**config.mk**
```make
export PLATFORM = sky130hd
export DESIGN_NAME = acq_trigger
export DESIGN_NICKNAME = d
export VERILOG_FILES = /design/src/logic/digitizer_pkg.sv /design/src/logic/acq_trigger.sv
export SDC_FILE = /design/constraint.sdc
export NUM_CORES = 1
export LEC_CHECK = 0
export BUFFER_PORTS_ARGS = -buffer_cell sky130_fd_sc_hd__buf_4
export CAP_MARGIN = 30
export CELL_PAD_IN_SITES_DETAIL_PLACEMENT = 1
export CELL_PAD_IN_SITES_GLOBAL_PLACEMENT = 1
export CORE_ASPECT_RATIO = 0.5
export CORE_MARGIN = 5
export CORE_UTILIZATION = 40
export CTS_CLUSTER_SIZE = 24
export DETAILED_ROUTE_END_ITERATION = 10
export PLACE_DENSITY = 0.9
export SLEW_MARGIN = 5
export SYNTH_ARGS = -nofsm -noshare
export SYNTH_HDL_FRONTEND = slang
export SYNTH_SLANG_ARGS = --single-unit
```
**constraint.sdc**
```tcl
create_clock -name clk -period 6.4 [get_ports clk]
set_input_delay 1.28 -clock clk [delete_from_list [all_inputs] [get_ports clk]]
set_output_delay 1.28 -clock clk [all_outputs]
set_load 0.02 [all_outputs]
```
**src/logic/digitizer_pkg.sv**
```systemverilog
//--------------------------------------------------------------------
// widths, opcodes and state codes shared by the digitizer core
// the command word holds the first received byte in bits 7:0
//--------------------------------------------------------------------
`default_nettype none

package digitizer_pkg;

	localparam int SAMPLE_W   = 12;                  // one adc sample, signed
	localparam int N_LANES    = 4;                   // samples per clock
	localparam int WORD_W     = N_LANES * SAMPLE_W;  // one buffer word
	localparam int BUF_ADDR_W = 10;                  // 1024 buffer words
	localparam int BEAT_W     = 32;                  // reply beat
	localparam int KEEP_W     = BEAT_W / 8;          // one keep bit per byte
	localparam int PAD_W      = BEAT_W / 2 - SAMPLE_W; // zero pad above a sample

	localparam logic [SAMPLE_W-1:0] SAMPLE_MIN = {1'b1, {(SAMPLE_W-1){1'b0}}}; // -2048
	localparam logic [SAMPLE_W-1:0] SAMPLE_MAX = {1'b0, {(SAMPLE_W-1){1'b1}}}; // 2047

	localparam logic [BEAT_W-1:0] VERSION = 32'd18; // firmware version

	// opcodes, first command byte
	localparam logic [7:0] OP_READOUT  = 8'd0;
	localparam logic [7:0] OP_ARM      = 8'd1;
	localparam logic [7:0] OP_VERSION  = 8'd2;
	localparam logic [7:0] OP_TRIG_SET = 8'd8;

	// trigger types
	localparam logic [7:0] TRIG_IMMEDIATE = 8'd0;
	localparam logic [7:0] TRIG_RISING    = 8'd1;
	localparam logic [7:0] TRIG_FALLING   = 8'd2;

	// acquisition states, codes seen by the host in the arm reply
	localparam logic [7:0] ACQ_IDLE        = 8'd0;
	localparam logic [7:0] ACQ_WAIT_LOW    = 8'd1;   // rising, wait below lower
	localparam logic [7:0] ACQ_WAIT_HIGH   = 8'd2;   // rising, time over upper
	localparam logic [7:0] ACQ_WAIT_HIGH_F = 8'd3;   // falling, wait above upper
	localparam logic [7:0] ACQ_WAIT_LOW_F  = 8'd4;   // falling, time under lower
	localparam logic [7:0] ACQ_POST        = 8'd250; // post-trigger recording
	localparam logic [7:0] ACQ_READY       = 8'd251; // event held for readout

	// command processor states
	localparam logic [2:0] CP_IDLE    = 3'd0;
	localparam logic [2:0] CP_REPLY   = 3'd1;
	localparam logic [2:0] CP_RD_WAIT = 3'd2;
	localparam logic [2:0] CP_RD_LOAD = 3'd3;
	localparam logic [2:0] CP_BEAT_LO = 3'd4;
	localparam logic [2:0] CP_BEAT_HI = 3'd5;

	// one 8-byte command word, three views selected by the opcode
	typedef union packed {
		struct packed {
			logic [31:0] length;    // bytes 7..4, byte count to read
			logic [23:0] rsvd;
			logic [7:0]  opcode;
		} readout;
		struct packed {
			logic [15:0] rsvd_hi;
			logic [15:0] post_len;  // bytes 5..4, words after trigger
			logic [15:0] rsvd_lo;
			logic [7:0]  trig_type; // byte 1
			logic [7:0]  opcode;
		} arm;
		struct packed {
			logic [15:0] rsvd_hi;
			logic [7:0]  tot;       // byte 5, time over threshold
			logic [7:0]  preoff_lo; // byte 4
			logic [5:0]  rsvd_lo;
			logic [1:0]  preoff_hi; // low bits of byte 3
			logic [7:0]  hyst;      // byte 2
			logic [7:0]  level;     // byte 1
			logic [7:0]  opcode;
		} settings;
	} cmd_word_u;

endpackage

`default_nettype wire

```
**src/logic/acq_trigger.sv**
```systemverilog
//--------------------------------------------------------------------
// acquisition FSM, writes the ring buffer every cycle until an event
// is complete; thresholds are signed and compared on all four lanes
// unknown trigger types leave the FSM idle
//--------------------------------------------------------------------
`timescale 1ns/1ps
`default_nettype none

module acq_trigger (
	input  logic                                      clk,
	input  logic                                      rstn,
	input  logic [digitizer_pkg::WORD_W-1:0]          i_samples,
	input  logic                                      i_arm,
	input  logic [7:0]                                i_trig_type,
	input  logic signed [digitizer_pkg::SAMPLE_W-1:0] i_lower_thresh,
	input  logic signed [digitizer_pkg::SAMPLE_W-1:0] i_upper_thresh,
	input  logic [7:0]                                i_tot,
	input  logic [15:0]                               i_post_len,
	input  logic                                      i_readout_done,
	output logic                                      o_wr_en,
	output logic [digitizer_pkg::BUF_ADDR_W-1:0]      o_wr_addr,
	output logic [7:0]                                o_acq_state,
	output logic [7:0]                                o_event_count,
	output logic [digitizer_pkg::BUF_ADDR_W-1:0]      o_trig_addr
);

	logic signed [digitizer_pkg::SAMPLE_W-1:0] lane [digitizer_pkg::N_LANES];
	logic        any_below;  // some lane under the lower threshold
	logic        any_above;  // some lane over the upper threshold
	logic        tot_hit;    // condition of the time-over-threshold states
	logic [7:0]  tot_cnt;    // consecutive cycles with tot_hit
	logic [15:0] post_cnt;   // words written after the trigger

	always_comb begin
		any_below = 1'b0;
		any_above = 1'b0;
		for (int j = 0; j < digitizer_pkg::N_LANES; j++) begin
			lane[j] = i_samples[j*digitizer_pkg::SAMPLE_W +: digitizer_pkg::SAMPLE_W];
			if (lane[j] < i_lower_thresh) any_below = 1'b1;
			if (lane[j] > i_upper_thresh) any_above = 1'b1;
		end
	end

	// rising edge looks for time over upper, falling for time under lower
	assign tot_hit = (o_acq_state == digitizer_pkg::ACQ_WAIT_HIGH) ? any_above : any_below;
	assign o_wr_en = (o_acq_state != digitizer_pkg::ACQ_READY); // event held, buffer frozen

	always_ff @(posedge clk or negedge rstn) begin
		if (!rstn) begin
			o_acq_state   <= digitizer_pkg::ACQ_IDLE;
			o_wr_addr     <= '0;
			o_trig_addr   <= '0;
			o_event_count <= '0;
			tot_cnt       <= '0;
			post_cnt      <= '0;
		end else begin
			if (o_wr_en) o_wr_addr <= o_wr_addr + 1'b1; // ring, wraps at 1024
			case (o_acq_state)
				digitizer_pkg::ACQ_IDLE: begin
					tot_cnt  <= '0;
					post_cnt <= '0;
					if (i_arm) begin
						case (i_trig_type)
							digitizer_pkg::TRIG_RISING:  o_acq_state <= digitizer_pkg::ACQ_WAIT_LOW;
							digitizer_pkg::TRIG_FALLING: o_acq_state <= digitizer_pkg::ACQ_WAIT_HIGH_F;
							digitizer_pkg::TRIG_IMMEDIATE: begin
								o_trig_addr <= o_wr_addr; // trigger right here
								o_acq_state <= digitizer_pkg::ACQ_POST;
							end
							default: o_acq_state <= digitizer_pkg::ACQ_IDLE;
						endcase
					end
				end
				digitizer_pkg::ACQ_WAIT_LOW: begin
					if (any_below) o_acq_state <= digitizer_pkg::ACQ_WAIT_HIGH;
				end
				digitizer_pkg::ACQ_WAIT_HIGH_F: begin
					if (any_above) o_acq_state <= digitizer_pkg::ACQ_WAIT_LOW_F;
				end
				digitizer_pkg::ACQ_WAIT_HIGH, digitizer_pkg::ACQ_WAIT_LOW_F: begin
					if (tot_hit) begin
						tot_cnt <= tot_cnt + 8'd1;
						if (tot_cnt >= i_tot) begin // held for more than i_tot cycles
							o_trig_addr <= o_wr_addr;
							o_acq_state <= digitizer_pkg::ACQ_POST;
						end
					end else begin
						tot_cnt <= '0; // broken run, back to arming condition
						o_acq_state <= (o_acq_state == digitizer_pkg::ACQ_WAIT_HIGH) ?
							digitizer_pkg::ACQ_WAIT_LOW : digitizer_pkg::ACQ_WAIT_HIGH_F;
					end
				end
				digitizer_pkg::ACQ_POST: begin
					if (post_cnt < i_post_len) begin
						post_cnt <= post_cnt + 16'd1;
					end else begin
						o_event_count <= o_event_count + 8'd1;
						o_acq_state   <= digitizer_pkg::ACQ_READY;
					end
				end
				digitizer_pkg::ACQ_READY: begin
					if (i_readout_done) o_acq_state <= digitizer_pkg::ACQ_IDLE;
				end
				default: o_acq_state <= digitizer_pkg::ACQ_IDLE;
			endcase
		end
	end

endmodule

`default_nettype wire

```
# After elaboration in Yosys (flattened, before gate mapping)
# Cells that the tools add are included.
dict set report word_totals {
  in_bits 108
  wordCells 77
  output_inout_bits 37
  reg_bits 60
}
dict set report op_classes {
  n_addsub 4
  bitwise_logic 1
  n_lt_le_gt_ge 10
  muxes 28
  n_reduce_logical 9
  n_eq_ne 19
}
# op count
set op_table {}
lappend op_table {{8-bit two-way mux} 8}
lappend op_table {{12-bit > comparator} 4}
lappend op_table {{12-bit < comparator} 4}
lappend op_table {{8-bit one-hot mux with 6 select lines} 1}
lappend op_table {{10-bit two-way mux} 4}
lappend op_table {{16-bit one-hot mux with 2 select lines} 1}
lappend op_table {{8-bit by 2-bit equality test with 1-bit output, second input constant} 3}
lappend op_table {{8-bit one-hot mux with 3 select lines} 1}
lappend op_table {{10-bit one-hot mux with 2 select lines} 1}
lappend op_table {{16-bit by 1-bit adder with 16-bit output, second input constant} 1}
lappend op_table {{8-bit by 1-bit adder with 8-bit output, second input constant} 2}
lappend op_table {{8-bit by 1-bit equality test with 1-bit output, second input constant} 2}
lappend op_table {{8-bit equality test, second input constant} 2}
lappend op_table {{8-bit logical NOT} 2}
lappend op_table {{16-bit < comparator} 1}
lappend op_table {{16-bit two-way mux} 1}
lappend op_table {{2-bit != test, second input constant} 8}
lappend op_table {{8-bit one-hot mux with 2 select lines} 1}
lappend op_table {{10-bit by 1-bit adder with 10-bit output, second input constant} 1}
lappend op_table {{1-bit two-way mux} 9}
lappend op_table {{8-bit by 3-bit equality test with 1-bit output, second input constant} 1}
lappend op_table {{8-bit >= comparator} 1}
lappend op_table {{8-bit != test, second input constant} 1}
lappend op_table {{6-bit AND reduction} 1}
lappend op_table {{other kinds (8)} 10}

# Longest topological paths before layout
dict set report logic_depth {
  ltp_word 8
  ltp_mapped 12
}

# Worst setup path before layout
# OpenSTA, ideal clock, no wires.
dict set report synth_path {
  path_kind {input to register}
  start {in i_upper_thresh[9] (netlist name)}
  end {reg o_acq_state[1]}
  path_buffers 0
  t_arrival_ns 3.517
  setup_slack_ns 2.757
  stages 10
  cell_sequence {inv_1 ha_1 a21o_1 a31oi_1 o211ai_1 o41a_1 a2111o_1 a21oi_2 o21ba_4 mux2_4}
}
dict set report synth_via {
  elab_chain_cells 8
  word_cells_on_any_way 14
  classes_between {order compare (4); eq/ne (2); mux (7); reduce/logical (1)}
}
# element line_no
set synth_lines {}
lappend synth_lines {{from (decl)} acq_trigger.sv:16} ;# input logic signed [digitizer_pkg::SAMPLE_W-1:0] i_upper_thresh,
lappend synth_lines {{12-bit > comparator} acq_trigger.sv:40} ;# if (lane[j] > i_upper_thresh) any_above = 1'b1;
lappend synth_lines {{1-bit two-way mux (3 in a row)} acq_trigger.sv:40}
lappend synth_lines {{1-bit two-way mux *} acq_trigger.sv:40}
lappend synth_lines {{1-bit two-way mux} acq_trigger.sv:45} ;# assign tot_hit = (o_acq_state == digitizer_pkg::ACQ_WAIT_HIGH) ? any_above : any_below;
lappend synth_lines {{3-bit != test (no line) or 8-bit two-way mux (tied branches)} n/a}
lappend synth_lines {{6-bit AND reduction (no line) or 8-bit one-hot mux with 6 select lines (tied branches)} n/a}
lappend synth_lines {{to (signal assigned)} acq_trigger.sv:50} ;# o_acq_state <= digitizer_pkg::ACQ_IDLE;
lappend synth_lines {{to (signal assigned)} acq_trigger.sv:64} ;# digitizer_pkg::TRIG_RISING: o_acq_state <= digitizer_pkg::ACQ_WAIT_LOW;
lappend synth_lines {{to (signal assigned)} acq_trigger.sv:65} ;# digitizer_pkg::TRIG_FALLING: o_acq_state <= digitizer_pkg::ACQ_WAIT_HIGH_F;
lappend synth_lines {{to (decl)} acq_trigger.sv:22} ;# output logic [7:0] o_acq_state,
# Every way passes the cells marked *; elsewhere a longest branch is shown, timed or not.
# A chain may end at the register's enable or synchronous reset.

# Worst setup path after layout
dict set report layout_path {
  start {in i_lower_thresh[5] (netlist name)}
  end {reg o_trig_addr[3] (netlist name)}
}
dict set report layout_via {
  elab_chain_cells 8
  word_cells_on_any_way 11
  classes_between {order compare (4); eq/ne (1); mux (5); reduce/logical (1)}
}
# element line_no
set layout_lines {}
lappend layout_lines {{from (decl)} acq_trigger.sv:15} ;# input logic signed [digitizer_pkg::SAMPLE_W-1:0] i_lower_thresh,
lappend layout_lines {{12-bit < comparator} acq_trigger.sv:39} ;# if (lane[j] < i_lower_thresh) any_below = 1'b1;
lappend layout_lines {{1-bit two-way mux (3 in a row)} acq_trigger.sv:39}
lappend layout_lines {{1-bit two-way mux *} acq_trigger.sv:39}
lappend layout_lines {{1-bit two-way mux *} acq_trigger.sv:45}
lappend layout_lines {{2-bit != test (no line) *} n/a}
lappend layout_lines {{5-bit AND reduction (no line) *} n/a}
lappend layout_lines {{to (signal assigned)} acq_trigger.sv:67} ;# o_trig_addr <= o_wr_addr;
lappend layout_lines {{to (signal assigned)} acq_trigger.sv:84} ;# o_trig_addr <= o_wr_addr;
lappend layout_lines {{to (decl)} acq_trigger.sv:24} ;# output logic [digitizer_pkg::BUF_ADDR_W-1:0] o_trig_addr
# Marked as above.

==> metrics.md <==
| Metric | Value |
|---|---|
| Tcrit/Tclk final | 62.52% |
| Layout Skew | 0.008335 ns |
| H-tree levels | 2 |
| Area grow syn2layout | 25.83% |
| Clock buffer depth | 2 |
| Yosys cell types | 68 |
| Total congestion overflow | 0 |
| Worst-Margin Slew | 0.7215 ns |
| Synth warnings | 0 |
| Status | complete, no violations |
| Fraction of the yosys area taken by sequential cells | 25.37% |
| Mean post-synth cell area | 9.114 µm² |
| Die Wd | 176.2 µm |
| Clk Latency, worst-skew pair | 0.30 ns |
| Async SR Flop Fraction | 100.0% |
| Buffers on Ports | 144 |
| Hold WS | 0.4819 ns |
| DRT Wirelength | 16.97 mm |
| Worst hold path class | flip-flop to flip-flop |
| Setup CP Type | input pin to flip-flop |
| Fin crit period | 4.001 ns |
| Syn nets | 833 |
| Most used DFF post-synth | dfrtp_1 |
| Number of synthesized flops with an enable pin | 0 |
| Dpl hpwl | 14.51 mm |
| # DRC | 0 |
| Fmax | 0.2499 GHz |
| Crit end category | flip-flop |
| Hold Violations, Final | 0 |
| Largest net degree at the start of global routing | 57 |
| Starting Density | 40.76% |
| Vias per cell | 5.456 |
| Pwr Density | 235.2 nW/µm² |
| Commonest non-fill, non-tap cell in the layout | buf_4 |
| Max_cap viols | 0 |
| Core box area | 13550 µm² |
| Ant diodes | 0 |
| Worst Path Arrival | 4.19 ns |
| Worst-path maximum fanout | 9 |
| Clock sinks | 56 |
| GRT Overall Usage | 20.72% |
| Global-route wire length before repair | 27.80 mm |
| Number of global-route vias before repair | 5704 |
| Required @ worst endpoint | 6.59 ns |
| Initial antenna violation count | 0 |
| Placement Rows | 30 |
| Syn Std Cell Area | 5523 µm² |
| Gpl congestion | 0.9083 |
| Synth Instances | 606 |
| Final setup violation count | 0 |
| CTS tree | built |
| Leakage | 3.613 nW |
| Nets | 974 |
| Setup crit start kind | input pin |
| Setup Buffers After CTS | 0 |
| Most frequent cells in the layout | 145 x buf_4, 119 x ha_1, 62 x inv_1 |
| Layout cells sized above 1 | 23.93% |
| WL/cell | 18.05 µm |
| Detail Route Antenna Nets | 0 |
| CTS buffer count | 5 |
| RSZ-0062 raised after global routing | false |
| CTS root buf | clkbuf_16 |
| CTS Hold Buffers Added | 0 |
| Resized Gates After CTS | 0 |
| Peak supply drop | 137.9 µV |
| Total Power | 1.634 mW |
| Final Max Tran Viols | 0 |
| Pre-antenna DRT Iters | 4 |
| IO Count | 145 |
| DRT iter0 DRCs | 250 |
| Die Area | 16400 µm² |
| Total number of vias | 5129 |
| Die Y | 93.09 µm |
| Setup TNS | 0 ns |
| Slew HR | 51.90% |
| Clock transition at path regs | 0.08 ns |
| Yosys reg bits | 56 |
## path summary, 6_finish.rpt
| check | from | endpoint | slack (ns) | cells past startpoint |
|---|---|---|---|---|
| hold reg to reg | o_event_count[7]$_DFFE_PN0P_ | o_event_count[7]$_DFFE_PN0P_ | 0.48 | 1 |
| min in group asynchronous | rstn | post_cnt[3]$_DFFE_PN0P_ | 1.03 | 1 |
| setup reg to reg | post_cnt[13]$_DFFE_PN0P_ | o_acq_state[1]$_DFFE_PN0P_ | 3.58 | 10 |
| max in group asynchronous | rstn | o_event_count[4]$_DFFE_PN0P_ | 4.89 | 1 |
| hold / removal | o_event_count[7]$_DFFE_PN0P_ | o_event_count[7]$_DFFE_PN0P_ | 0.48 | 1 |
| setup / recovery | i_lower_thresh[5] | o_trig_addr[3]$_DFFE_PN0P_ | 2.40 | 12 |
## critical path, cell delays in order
cell and delay [ns]:
buf_4 0.11, inv_1 0.12, ha_1 0.29, a2111oi_0 0.57, o21ai_0 0.26, a211oi_1 0.34, nor2_1 0.08, nand4b_1 0.14
nor3_1 0.09, nor3b_2 0.35, buf_6 0.23, mux2_4 0.32
## metrics by stage
step           cell area, µm²  setup WS (ns)  util (%)  instances
4_1_cts                  6949          2.446     51.28        940
6_report                 6949          2.399     51.28        940
5_1_grt                  6949          2.265     51.28        940
2_1_floorplan            5523          2.757         -        606
3_3_place_gp             6788          2.022     50.09        931
3_5_place_dp             6799          2.123     50.18        932
## registers in the layout (all words and copies together), names as in the netlist
register	flops
o_wr_addr	10
o_event_count	8
post_cnt	16
o_acq_state	4
tot_cnt	8
o_trig_addr	10
## cells in the mapped netlist (2+ instances only)
| cell | n | share of area, % |
|---|---|---|
| o31a_1 | 2 | 0.32 |
| and4_1 | 8 | 1.3 |
| o31ai_1 | 2 | 0.27 |
| a221oi_1 | 3 | 0.48 |
| xor2_1 | 15 | 2.4 |
| nor4_1 | 3 | 0.34 |
| o2111ai_1 | 2 | 0.32 |
| o22ai_1 | 7 | 0.79 |
| nor2b_1 | 5 | 0.57 |
| nor3_1 | 8 | 0.72 |
| nand2b_1 | 7 | 0.79 |
| o21ai_1 | 6 | 0.54 |
| mux2_2 | 3 | 0.61 |
| a2111oi_0 | 3 | 0.48 |
| and2_1 | 2 | 0.23 |
| o21a_1 | 4 | 0.54 |
| o21ai_0 | 22 | 2.0 |
| and3_1 | 7 | 0.79 |
| nand3_1 | 21 | 1.9 |
| nor3b_1 | 2 | 0.27 |
| o211ai_1 | 10 | 1.4 |
| clkbuf_1 | 6 | 0.41 |
| ha_1 | 119 | 27 |
| inv_1 | 62 | 4.2 |
| dfrtp_1 | 56 | 25 |
| nor2_1 | 41 | 2.8 |
| buf_4 | 4 | 0.54 |
| a31oi_1 | 5 | 0.57 |
| a21o_1 | 15 | 2.0 |
| a211oi_1 | 9 | 1.2 |
| xnor2_1 | 16 | 2.5 |
| mux2_4 | 11 | 3.0 |
| a21oi_1 | 27 | 2.4 |
| nand4_1 | 18 | 2.0 |
| nand2_1 | 37 | 2.5 |
| or3_1 | 2 | 0.23 |
| nand4b_1 | 2 | 0.32 |
| a2bb2oi_1 | 2 | 0.32 |
| a21oi_2 | 3 | 0.48 |
## routing by layer
layer / part of all wire (%) / routed length, µm / track usage (%)
met5: 0 / 0 / 0
met4: 2.0 / 332 / 6.550
met3: 4.3 / 727 / 3.150
met2: 50 / 8522 / 38.29
met1: 44 / 7385 / 24.89
## logic make-up after synthesis
group                      after synthesis  synth area share, %
buffers and inverters                   74                5.460
xor gates and xnor gates                31                4.916
and+or+nand+nor                        172                16.13
adders and majority gates              119                26.96
muxes                                   15                3.783
AOI/OAI and AO/OA                      139                17.38
DFF                                     56                25.37
## final cells by class
| cell class | instances | area [µm²] |
|---|---|---|
| fill | 1587 | 6601 |
| multi-input combinational | 476 | 3825 |
| sequential | 56 | 1401 |
| timing repair buffer | 146 | 1100 |
| tap | 192 | 240.2 |
| inverter | 62 | 232.7 |
| clock buffer | 5 | 125.1 |
| clock inverter | 3 | 25.02 |
## power by group
part	internal [mW]	leakage (nW)	switching, mW	total, mW
Clock	0.148	0.0708	0.135	0.283
Combinational	0.381	2.80	0.440	0.821
Sequential	0.423	0.747	0.107	0.531
Total	0.952	3.61	0.682	1.63
(Power assumes the default switching activity.)
