<file path="config.mk">
export PLATFORM = sky130hd
export DESIGN_NAME = sample_frontend
export DESIGN_NICKNAME = d
export VERILOG_FILES = /design/src/logic/digitizer_pkg.sv /design/src/logic/sample_frontend.sv
export SDC_FILE = /design/constraint.sdc
export NUM_CORES = 1
export LEC_CHECK = 0
export BUFFER_PORTS_ARGS = -buffer_cell sky130_fd_sc_hd__buf_2
export CAP_MARGIN = 25
export CORE_MARGIN = 2
export CORE_UTILIZATION = 45
export CTS_CLUSTER_DIAMETER = 100
export DETAILED_ROUTE_END_ITERATION = 6
export PLACE_DENSITY = 0.81
export RECOVER_POWER = 50
export REMOVE_ABC_BUFFERS = 1
export SYNTH_ARGS = -nofsm -noshare
export SYNTH_HDL_FRONTEND = slang
export SYNTH_SLANG_ARGS = --single-unit
</file>
<file path="constraint.sdc">
create_clock -name clk -period 2.4 [get_ports clk]
set_clock_uncertainty 0.15 [all_clocks]
set_input_delay 0.6 -clock clk [delete_from_list [all_inputs] [get_ports clk]]
set_output_delay 0.6 -clock clk [all_outputs]
set_load 0.01 [all_outputs]
</file>
<file path="src/logic/digitizer_pkg.sv">
//--------------------------------------------------------------------
// widths, opcodes and state codes shared by the digitizer core
// the command word holds the first received byte in bits 7:0
//--------------------------------------------------------------------
`default_nettype none

package digitizer_pkg;

	localparam int SAMPLE_W   = 12;                  // one adc sample, signed
	localparam int N_LANES    = 4;                   // samples per clock
	localparam int WORD_W     = N_LANES * SAMPLE_W;  // one buffer word
	localparam int BUF_ADDR_W = 10;                  // 1024 buffer words
	localparam int BEAT_W     = 32;                  // reply beat
	localparam int KEEP_W     = BEAT_W / 8;          // one keep bit per byte
	localparam int PAD_W      = BEAT_W / 2 - SAMPLE_W; // zero pad above a sample

	localparam logic [SAMPLE_W-1:0] SAMPLE_MIN = {1'b1, {(SAMPLE_W-1){1'b0}}}; // -2048
	localparam logic [SAMPLE_W-1:0] SAMPLE_MAX = {1'b0, {(SAMPLE_W-1){1'b1}}}; // 2047

	localparam logic [BEAT_W-1:0] VERSION = 32'd18; // firmware version

	// opcodes, first command byte
	localparam logic [7:0] OP_READOUT  = 8'd0;
	localparam logic [7:0] OP_ARM      = 8'd1;
	localparam logic [7:0] OP_VERSION  = 8'd2;
	localparam logic [7:0] OP_TRIG_SET = 8'd8;

	// trigger types
	localparam logic [7:0] TRIG_IMMEDIATE = 8'd0;
	localparam logic [7:0] TRIG_RISING    = 8'd1;
	localparam logic [7:0] TRIG_FALLING   = 8'd2;

	// acquisition states, codes seen by the host in the arm reply
	localparam logic [7:0] ACQ_IDLE        = 8'd0;
	localparam logic [7:0] ACQ_WAIT_LOW    = 8'd1;   // rising, wait below lower
	localparam logic [7:0] ACQ_WAIT_HIGH   = 8'd2;   // rising, time over upper
	localparam logic [7:0] ACQ_WAIT_HIGH_F = 8'd3;   // falling, wait above upper
	localparam logic [7:0] ACQ_WAIT_LOW_F  = 8'd4;   // falling, time under lower
	localparam logic [7:0] ACQ_POST        = 8'd250; // post-trigger recording
	localparam logic [7:0] ACQ_READY       = 8'd251; // event held for readout

	// command processor states
	localparam logic [2:0] CP_IDLE    = 3'd0;
	localparam logic [2:0] CP_REPLY   = 3'd1;
	localparam logic [2:0] CP_RD_WAIT = 3'd2;
	localparam logic [2:0] CP_RD_LOAD = 3'd3;
	localparam logic [2:0] CP_BEAT_LO = 3'd4;
	localparam logic [2:0] CP_BEAT_HI = 3'd5;

	// one 8-byte command word, three views selected by the opcode
	typedef union packed {
		struct packed {
			logic [31:0] length;    // bytes 7..4, byte count to read
			logic [23:0] rsvd;
			logic [7:0]  opcode;
		} readout;
		struct packed {
			logic [15:0] rsvd_hi;
			logic [15:0] post_len;  // bytes 5..4, words after trigger
			logic [15:0] rsvd_lo;
			logic [7:0]  trig_type; // byte 1
			logic [7:0]  opcode;
		} arm;
		struct packed {
			logic [15:0] rsvd_hi;
			logic [7:0]  tot;       // byte 5, time over threshold
			logic [7:0]  preoff_lo; // byte 4
			logic [5:0]  rsvd_lo;
			logic [1:0]  preoff_hi; // low bits of byte 3
			logic [7:0]  hyst;      // byte 2
			logic [7:0]  level;     // byte 1
			logic [7:0]  opcode;
		} settings;
	} cmd_word_u;

endpackage

`default_nettype wire

</file>
<file path="src/logic/sample_frontend.sv">
//--------------------------------------------------------------------
// inverts the four adc lanes, one cycle latency
// -2048 has no positive twin and saturates to 2047
//--------------------------------------------------------------------
`timescale 1ns/1ps
`default_nettype none

module sample_frontend (
	input  logic                             clk,
	input  logic [digitizer_pkg::WORD_W-1:0] i_adc_samples,
	output logic [digitizer_pkg::WORD_W-1:0] o_samples
);

	localparam int SW = digitizer_pkg::SAMPLE_W;

	for (genvar j = 0; j < digitizer_pkg::N_LANES; j++) begin : g_lane
		logic [SW-1:0] raw; // lane as delivered, input is inverted
		logic [SW-1:0] neg; // saturated negation

		assign raw = i_adc_samples[j*SW +: SW];
		assign neg = (raw == digitizer_pkg::SAMPLE_MIN) ? digitizer_pkg::SAMPLE_MAX : -raw;

		always_ff @(posedge clk) begin
			o_samples[j*SW +: SW] <= neg; // registered lane
		end
	end

endmodule

`default_nettype wire
</file>
# == After elaboration in Yosys (flattened, before gate mapping) ==
# Cells that the tools add are included.
# op_classes
add_sub_neg,4
eq_ne,4
# op_table
operator,n
"12-bit equality test, second input constant",4
12-bit negation,4
# totals
register_bits,48
in_bits,49
output_inout_bits,48
elab_cells,12

# == Logic depth before layout (Yosys ltp) ==
# Gate-level depths: netlist of the first run.
# logic_depth
depth_word,1
ltp_mapped,5

# == Least setup slack after synthesis of the first run ==
# Ideal clock, no wire load.
# synth_path
path_kind,input -> register
startpoint,input port i_adc_samples[18] (netlist name)
endpoint,register o_samples[23] (netlist name)
arrival_time_ns,1.812
path_slack_ns,0.317
path_stages,3
path_buffers,0
path_cell_list,or4_1 -> nor4_1 -> mux2_2
# synth_between
elab_chain_cells,1
word_cells_on_any_way,2
classes_between,add/sub: 1; eq/ne: 1
# synth_rtl
element,line,rtl
start: declaration,sample_frontend.sv:10,"input logic [digitizer_pkg::WORD_W-1:0] i_adc_samples,"
12-bit negation or 12-bit equality test (tied branches),sample_frontend.sv:21,assign neg = (raw == digitizer_pkg::SAMPLE_MIN) ? digitizer_pkg::SAMPLE_MAX : -raw;
end signal: indexed assignment,sample_frontend.sv:24,o_samples[j*SW +: SW] <= neg;
end: declaration,sample_frontend.sv:11,output logic [digitizer_pkg::WORD_W-1:0] o_samples
# Parallel ways exist; a longest one is shown, timed or not.
# A chain may end at the register's enable or synchronous reset.

# == Worst setup path in the final report of the first run ==
# layout_path
startpoint,input port i_adc_samples[16] (netlist name)
endpoint,register o_samples[23] (netlist name)
# Same word-level chain as after synthesis.

==> results of run 1 <==
-- logic make-up (layout without fill, tap and decap cells) --
| group | Yosys count | in the layout | synth area share |
|---|---|---|---|
| AO/OA/AOI/OAI | 41 | 41 | 0.127 |
| XOR/XNOR | 9 | 9 | 0.0380 |
| adder cells (fa/ha/maj) | 4 | 4 | 0.0241 |
| buffers and inverters | 16 | 125 | 0.0296 |
| flip-flops | 48 | 48 | 0.463 |
| multiplexers | 13 | 13 | 0.0634 |
| AND/OR/NAND/NOR | 94 | 94 | 0.255 |
-- power groups by stage --
stage	combinational (mW)	clock [mW]	sequential, mW
CTS	0.268	0.501	0.863
floorplan	0.0895	0	0.913
global route	0.282	0.535	0.870
detailed placement	0.267	0	0.882
global placement	0.260	0	0.882
finish	0.252	0.481	0.864
-- synthesized netlist by cell type, drive strengths merged (3+ instances only) --
library cell / n
o31a: 4
inv: 14
nand2b: 4
ha: 4
or4: 5
nor3b: 7
mux2i: 12
a21oi: 6
xnor2: 3
o21ai: 17
xor2: 6
nand2: 15
nor3: 12
nand4: 8
nand3: 5
nor2b: 4
nor4: 8
dfxtp: 48
nor2: 15
a21boi: 5
or3: 3
o21a: 3
-- how the worst min path moves through the flow --
stage	cells after the start	to	slack (ps)
2_1_floorplan	1	o_samples[44]	540
3_3_place_gp	3	o_samples[12]	660
3_5_place_dp	3	o_samples[12]	660
4_1_cts	3	o_samples[12]	350
5_1_grt	3	o_samples[12]	370
6_report	3	o_samples[12]	360
-- cell type report --
class / count / share of cell area
multi-input cells: 161 / 0.391
flip-flops and latches: 48 / 0.357
repair buffers: 103 / 0.175
clock buffers: 8 / 0.0335
well taps: 52 / 0.0242
inverters: 14 / 0.0195
-- metrics by stage --
stage | power [mW] | hold slack, ps | setup WS [ps]
floorplan | 1.00 | 545 | 317
global placement | 1.14 | 660 | 170
detailed placement | 1.15 | 664 | 130
CTS | 1.63 | 349 | 450
global route | 1.69 | 367 | 344
finish | 1.60 | 361 | 444
-- metal layers --
layer | up-vias | GRT usage | routed length (um)
li1 | 1032 | - | -
met3 | 5 | 0.0506 | 333
met4 | 0 | 0.0524 | 49
met2 | 65 | 0.307 | 2140
met1 | 884 | 0.216 | 2050
met5 | - | 0 | 0
==> flow_summary.yaml, run 1 <==
run_status:
  status: "finished clean"
timing:
  final_max_slew_viol_count: 0
  tightest_slew_ps: 648
  hold_viol: 0
  min_period_ps: 1960
  fin_crit_sh: 0.815
  rsz0062_at_grt: "no"
  final.setup.tns_ps: 0
  slew_headroom: 0.564
  max_freq_ghz: 0.511
  finalSetupViolations: 0
pwr:
  internal_power_mw: 1.19
  ir_worst_vdd_v: 0.000241
  p_leak_nw: 1.21
  pwr-share-seq: 0.541
  combPwrFrac: 0.158
  clockPowerShare: 0.301
  p_per_area_nw_per_um2: 594
  p_sw_frac: 0.254
  switchingPower_mw: 0.406
worst_setup_path:
  cp.arrival_ps: 1990
  slowest_delay_ps: 580
  critPathMaxFanout: 5
  cp-end-kind: "register"
  cp-startpoint: "i_adc_samples[16]"
  worst_path_dominant_cell_family: "simple AND/OR/NAND/NOR gates"
  cp-endpoint: "o_samples[23]"
  critPathSlowestCell: "or4_1"
  required_ps: 2440
  critPathBufInv: 1
  cp-start-kind: "primary input"
  cp_num_cells: 4
  path_class: "in -> reg"
  crit_chain: "buf_2, or4_1, nor4_1, mux2_2"
finish:
  largest_reg_flops: 48
  final_core_util: 0.614
  top_regs: "o_samples (48)"
  postLayoutCellArea_um2: 2690
  multi_input_area_um2: 1050
  final_cells: 386
  most-common-layout-cells: "50 x clkbuf_1, 49 x buf_2, 48 x dfxtp_1"
  nets: 386
  regMostFlops: "o_samples"
  register_area_um2: 961
  drive_gt1_frac: 0.201
  fillers: 402
  syn_to_final_growth_pct: 29.8
  num_antenna_cells: 0
  layout_commonest_cell: "clkbuf_1"
routing:
  drc: 0
  drtAntennaViolNets: 0
  viasPerCell: 5.15
  dr.pass1.iters: 4
  wirelength_mm: 4.57
  wl_per_cell_um: 11.8
  vias: 1986
  drt_iter0_drc: 82
place:
  place_congestion: 0.860
  dpl_cell_area_um2: 2660
  io_buffers: 96
  detailed_place_hpwl_mm: 3.59
  dpl.cell_count: 378
synthesis:
  netlist_instances: 225
  synth.area.top_cells: "dfxtp_1 46%, mux2i_1 5.8%, o21ai_0 4.1%"
  ys_types: 36
  avgSynthCellArea_um2: 9.21
  syn_area_um2: 2070
  synth-async-reset-ratio: 0
  synth_top_cell_by_area: "dfxtp_1"
  synth-main-ff-cell: "dfxtp_1"
  ys_warn_count: 0
  synth_seq_cells: 48
  synth_top_area_frac: 0.463
  synth_edf_count: 0
  ys_seq_area_frac: 0.463
clocking:
  cts_tree: "done"
  cts_resized: 0
  clk_pin_slew_ps: 80
  clock_path_buffers: 2
  cts_buffers: 5
  post-cts-setup-buffer-count: 0
  cts_sinks: 48
  htreeDepth: 2
  cts-root-buf: "clkbuf_8"
  hold_buffers: 0
global_route:
  grt_pass1_vias: 1756
  grt_pass1_wl_mm: 7.31
  overflow: 0
  antenna_found_initial: 0
  gr-usage-all-layers: 0.178
  grt_max_degree: 14
min_path:
  hold_class: "in -> reg"
  min-delay-start: "i_adc_samples[12]"
floorplanning:
  coreArea_um2: 4380
  dieHeight_um: 71.9
  start_util: 0.473
  core.rowCount: 24
  dieArea_um2: 5170
  die_w_um: 71.9
  ios: 97
job:
  maxCapViolations: 0
Power figures use the tool's default switching activity.
==> run 2: changes to the inputs <==
==> constraint.sdc (replaced) <==
create_clock -name clk -period 2.05 [get_ports clk]
set_clock_uncertainty 0.15 [all_clocks]
set_input_delay 0.5125 -clock clk [delete_from_list [all_inputs] [get_ports clk]]
set_output_delay 0.5125 -clock clk [all_outputs]
set_load 0.01 [all_outputs]
==> run 2 against run 1 <==
  * Combinational power up 23%
  * Sequential share of layout area fell by 1.5 points
  * Core utilization rose by 2.7 points
  * Via count grew 4.8%
  * Critical endpoint unchanged
  * Wire length up 4.3%
  * Final cell count is 3.9% higher
  * Hold slack got worse by 77 ps
  * Die area did not move
  * Largest power group unchanged
==> flow_summary.yaml, run 2 (synthesized netlist as in run 1, its figures left out) <==
global_route:
  grt_busiest_layer: "met2"
  met1_usage: 0.222
  antenna_found_initial: 0
  gr-usage-all-layers: 0.189
  use_met2: 0.345
  met3_usage: 0.0338
  grt_max_degree: 15
  grt_pass1_wl_mm: 7.95
  overflow: 0
  grt_pass1_vias: 1990
timing:
  min_period_ps: 1780
  rsz0062_at_grt: "no"
  hold_viol: 0
  final_max_slew_viol_count: 0
  fin_crit_sh: 0.871
  max_freq_ghz: 0.560
  finalSetupViolations: 0
  slew_headroom: 0.652
  tightest_slew_ps: 517
clocking:
  cts_buffers: 5
  cts_tree: "done"
  cts_resized: 0
  htreeDepth: 2
  post-cts-setup-buffer-count: 0
  hold_buffers: 0
  clock_path_buffers: 2
  cts-root-buf: "clkbuf_8"
  clk_pin_slew_ps: 80
  cts_sinks: 48
place:
  detailed_place_hpwl_mm: 3.86
  dpl.cell_count: 393
  place_congestion: 0.835
  io_buffers: 96
min_path:
  hold_class: "in -> reg"
  min_delay_path_depth: 2
pwr:
  switchingPower_mw: 0.489
  combPwrFrac: 0.164
  p_leak_nw: 1.29
  internal_power_mw: 1.41
  p_per_area_nw_per_um2: 675
  pwr-share-seq: 0.534
  ir_worst_vdd_v: 0.000322
  clockPowerShare: 0.302
  p_sw_frac: 0.258
routing:
  wirelength_mm: 4.77
  viasPerCell: 5.19
  drt_iter0_drc: 124
  drc: 0
  dr.pass1.iters: 4
  vias: 2082
  wl_per_cell_um: 11.9
  drtAntennaViolNets: 0
floorplanning:
  start_util: 0.473
  coreArea_um2: 4380
  dieHeight_um: 71.9
  dieArea_um2: 5170
  core.rowCount: 24
  die_w_um: 71.9
  ios: 97
finish:
  regMostFlops: "o_samples"
  fillers: 416
  num_antenna_cells: 0
  drive_gt1_frac: 0.238
  top_regs: "o_samples (48)"
  syn_to_final_growth_pct: 35.5
  nets: 401
  layout_commonest_cell: "clkbuf_1"
  final_core_util: 0.641
  most-common-layout-cells: "49 x clkbuf_1, 48 x buf_2, 48 x dfxtp_1"
  largest_reg_flops: 48
  final_cells: 401
worst_setup_path:
  critPathMaxFanout: 2
  path_class: "in -> reg"
  required_ps: 2080
  cp.arrival_ps: 1820
  cp-end-kind: "register"
  cp-start-kind: "primary input"
run_status:
  status: "finished clean"
job:
  maxCapViolations: 0
[run 2: cell types whose count changed in the layout (fill, tap and decap cells not counted)]
| cell | delta |
|---|---|
| buf_2 | -1 |
| buf_4 | +16 |
| clkbuf_1 | -1 |
| clkinvlp_4 | +1 |
[run 2: final timing paths]
path / from / slack (ps) / end
max: i_adc_samples[18] / 270 / o_samples[23]
min: i_adc_samples[32] / 280 / o_samples[32]
[run 2: routing by layer]
metal	vias to the layer above	wire length, um	share of wire
met5	-	0	0
met4	0	51	0.011
met3	6	371	0.078
met2	88	2300	0.48
met1	920	2050	0.43
li1	1068	-	-
[run 2: stage by stage]
stage          total power [mW]  TNS (ps)  hold WS [ps]  worst slack, ps  area (um2)
3_5_place_dp               1.36     -62.3           586            -51.9        2780
2_1_floorplan              1.17         0           457             54.3        2060
3_3_place_gp               1.35     -22.4           572            -22.4        2780
6_report                   1.90         0           283              265        2810
4_1_cts                    1.94         0           267              261        2870
5_1_grt                    2.00         0           280              148        2810
[run 2: cell type report]
class                           instances  area [um2]  share of cell area
Tap cell                               52        65.1              0.0232
Clock buffer                            7        86.3              0.0307
Timing Repair Buffer                  118         586               0.208
Inverter                               14        52.6              0.0187
Multi-Input combinational cell        161        1050               0.374
Clock inverter                          1        7.51             0.00267
Sequential cell                        48         961               0.342
[run 2: power groups by stage]
stage,Combinational [mW],Sequential (mW),Clock (mW)
global route,0.349,1.02,0.631
finish,0.311,1.01,0.573
floorplan,0.105,1.07,0
detailed placement,0.330,1.03,0
global placement,0.321,1.03,0
CTS,0.331,1.01,0.595
[run 2: worst max-delay path, cell delays in order]
cell and delay (ps):
buf_2 100, or4_1 550, nor4_1 290, mux2_2 360
==> run 3: changes to the inputs <==
--- a/config.mk
+++ b/config.mk
@@ -13,7 +13,6 @@
 export DETAILED_ROUTE_END_ITERATION = 6
 export PLACE_DENSITY = 0.81
 export RECOVER_POWER = 50
-export REMOVE_ABC_BUFFERS = 1
 export SYNTH_ARGS = -nofsm -noshare
 export SYNTH_HDL_FRONTEND = slang
 export SYNTH_SLANG_ARGS = --single-unit
==> run 3 against run 2 <==
  * Worst setup slack got worse by 54 ps
  * Wire length rose by 2.6%
  * Sequential cell count unchanged
  * Critical endpoint unchanged
  * Largest cell class unchanged
==> flow_summary.yaml, run 3 (synthesized netlist as in run 1, its figures left out) <==
finish:
  syn_to_final_growth_pct: 35.6
  most-common-layout-cells: "48 x buf_2, 48 x dfxtp_1, 48 x clkbuf_1"
  multi_input_area_um2: 1050
  fillers: 397
  top_regs: "o_samples (48)"
  register_area_um2: 961
  regMostFlops: "o_samples"
  nets: 399
  drive_gt1_frac: 0.236
  num_antenna_cells: 0
  largest_reg_flops: 48
timing:
  fin_crit_sh: 0.897
  slew_headroom: 0.690
  rsz0062_at_grt: "no"
  finalSetupViolations: 0
  whs_ps: 273
  max_freq_ghz: 0.544
  final_max_slew_viol_count: 0
  min_period_ps: 1840
  setup_slack_ps: 212
  hold_viol: 0
  tightest_slew_ps: 461
  final.setup.tns_ps: 0
pwr:
  p_per_area_nw_per_um2: 709
  p_leak_nw: 1.29
  ir_worst_vdd_v: 0.000460
min_path:
  min-delay-start: "i_adc_samples[12]"
  min_delay_path_depth: 3
  hold_class: "in -> reg"
  whs_endpoint: "o_samples[12]"
synthesis:
  syn_nets: 278
routing:
  drtAntennaViolNets: 0
  dr.pass1.iters: 4
  drc: 0
  viasPerCell: 5.15
  wirelength_mm: 4.90
  vias: 2053
  drt_iter0_drc: 112
  wl_per_cell_um: 12.3
worst_setup_path:
  critPathMaxFanout: 2
  cp-end-kind: "register"
  cp.arrival_ps: 1870
  critPathBufInv: 1
  worst_path_dominant_cell_family: "simple AND/OR/NAND/NOR gates"
  critPathSlowestCell: "or4_1"
  cp-start-kind: "primary input"
  slowest_delay_ps: 540
  path_class: "in -> reg"
  crit_chain: "buf_2, or4_1, nor4_1, mux2_2"
  required_ps: 2080
global_route:
  gr-usage-all-layers: 0.186
  grt_max_degree: 16
  grt_pass1_vias: 1916
  antenna_found_initial: 0
  overflow: 0
  grt_pass1_wl_mm: 7.74
floorplanning:
  dieArea_um2: 5170
  start_util: 0.473
  coreArea_um2: 4380
  dieHeight_um: 71.9
  core.rowCount: 24
  die_w_um: 71.9
  ios: 97
clocking:
  cts_resized: 0
  htreeDepth: 2
  clock_path_buffers: 2
  cts-root-buf: "clkbuf_8"
  clk_pin_slew_ps: 80
  post-cts-setup-buffer-count: 0
  cts_sinks: 48
  cts_tree: "done"
  cts_buffers: 5
  hold_buffers: 0
job:
  maxCapViolations: 0
run_status:
  status: "finished clean"
place:
  place_ws_ps: -81.0
  place_congestion: 0.848
  detailed_place_hpwl_mm: 3.86
  io_buffers: 96
## run 3: layout make-up
| cell class | count | share of cell area |
|---|---|---|
| Timing Repair Buffer | 116 | 0.203 |
| Inverter | 14 | 0.0187 |
| Sequential cell | 48 | 0.342 |
| Clock buffer | 5 | 0.0245 |
| Multi-Input combinational cell | 161 | 0.374 |
| Tap cell | 52 | 0.0231 |
| Clock inverter | 3 | 0.0151 |
## run 3: worst max path at each step
stage	from	end	slack [ps]	depth (start not counted)
2_1_floorplan	i_adc_samples[18]	o_samples[23]	50	3
3_3_place_gp	i_adc_samples[18]	o_samples[23]	-30	4
3_5_place_dp	i_adc_samples[36]	o_samples[42]	-80	6
4_1_cts	i_adc_samples[36]	o_samples[42]	230	6
5_1_grt	i_adc_samples[36]	o_samples[42]	80	6
6_report	i_adc_samples[18]	o_samples[23]	210	4
## run 3: tightest hold or removal path: cells and delay by family
kind	cells	cell delay [ps]
buffers and inverters	2	120
and+or+nand+nor	1	40
## run 3: per-layer routing
metal  track usage  vias up  share of wire
met5             0        -              0
met4        0.0713        0          0.013
met3        0.0534        6          0.063
met2         0.312       71           0.48
met1         0.224      912           0.45
li1              -     1064              -
## run 3: per-stage QoR
step                      instances   util  cell area (um2)  power (mW)
after floorplan                 225      -             2070        1.17
after global placement          391  0.630             2760        1.35
after detailed placement        391  0.630             2760        1.36
after CTS                       399  0.655             2870        2.03
after global routing            399  0.641             2810        2.09
final                           399  0.641             2810        1.99
## run 3: power breakdown
part	switching (mW)	internal [mW]	total (mW)
sequential	0.0161	0.996	1.01
clock	0.307	0.361	0.668
combinational	0.175	0.137	0.312
total	0.498	1.49	1.99
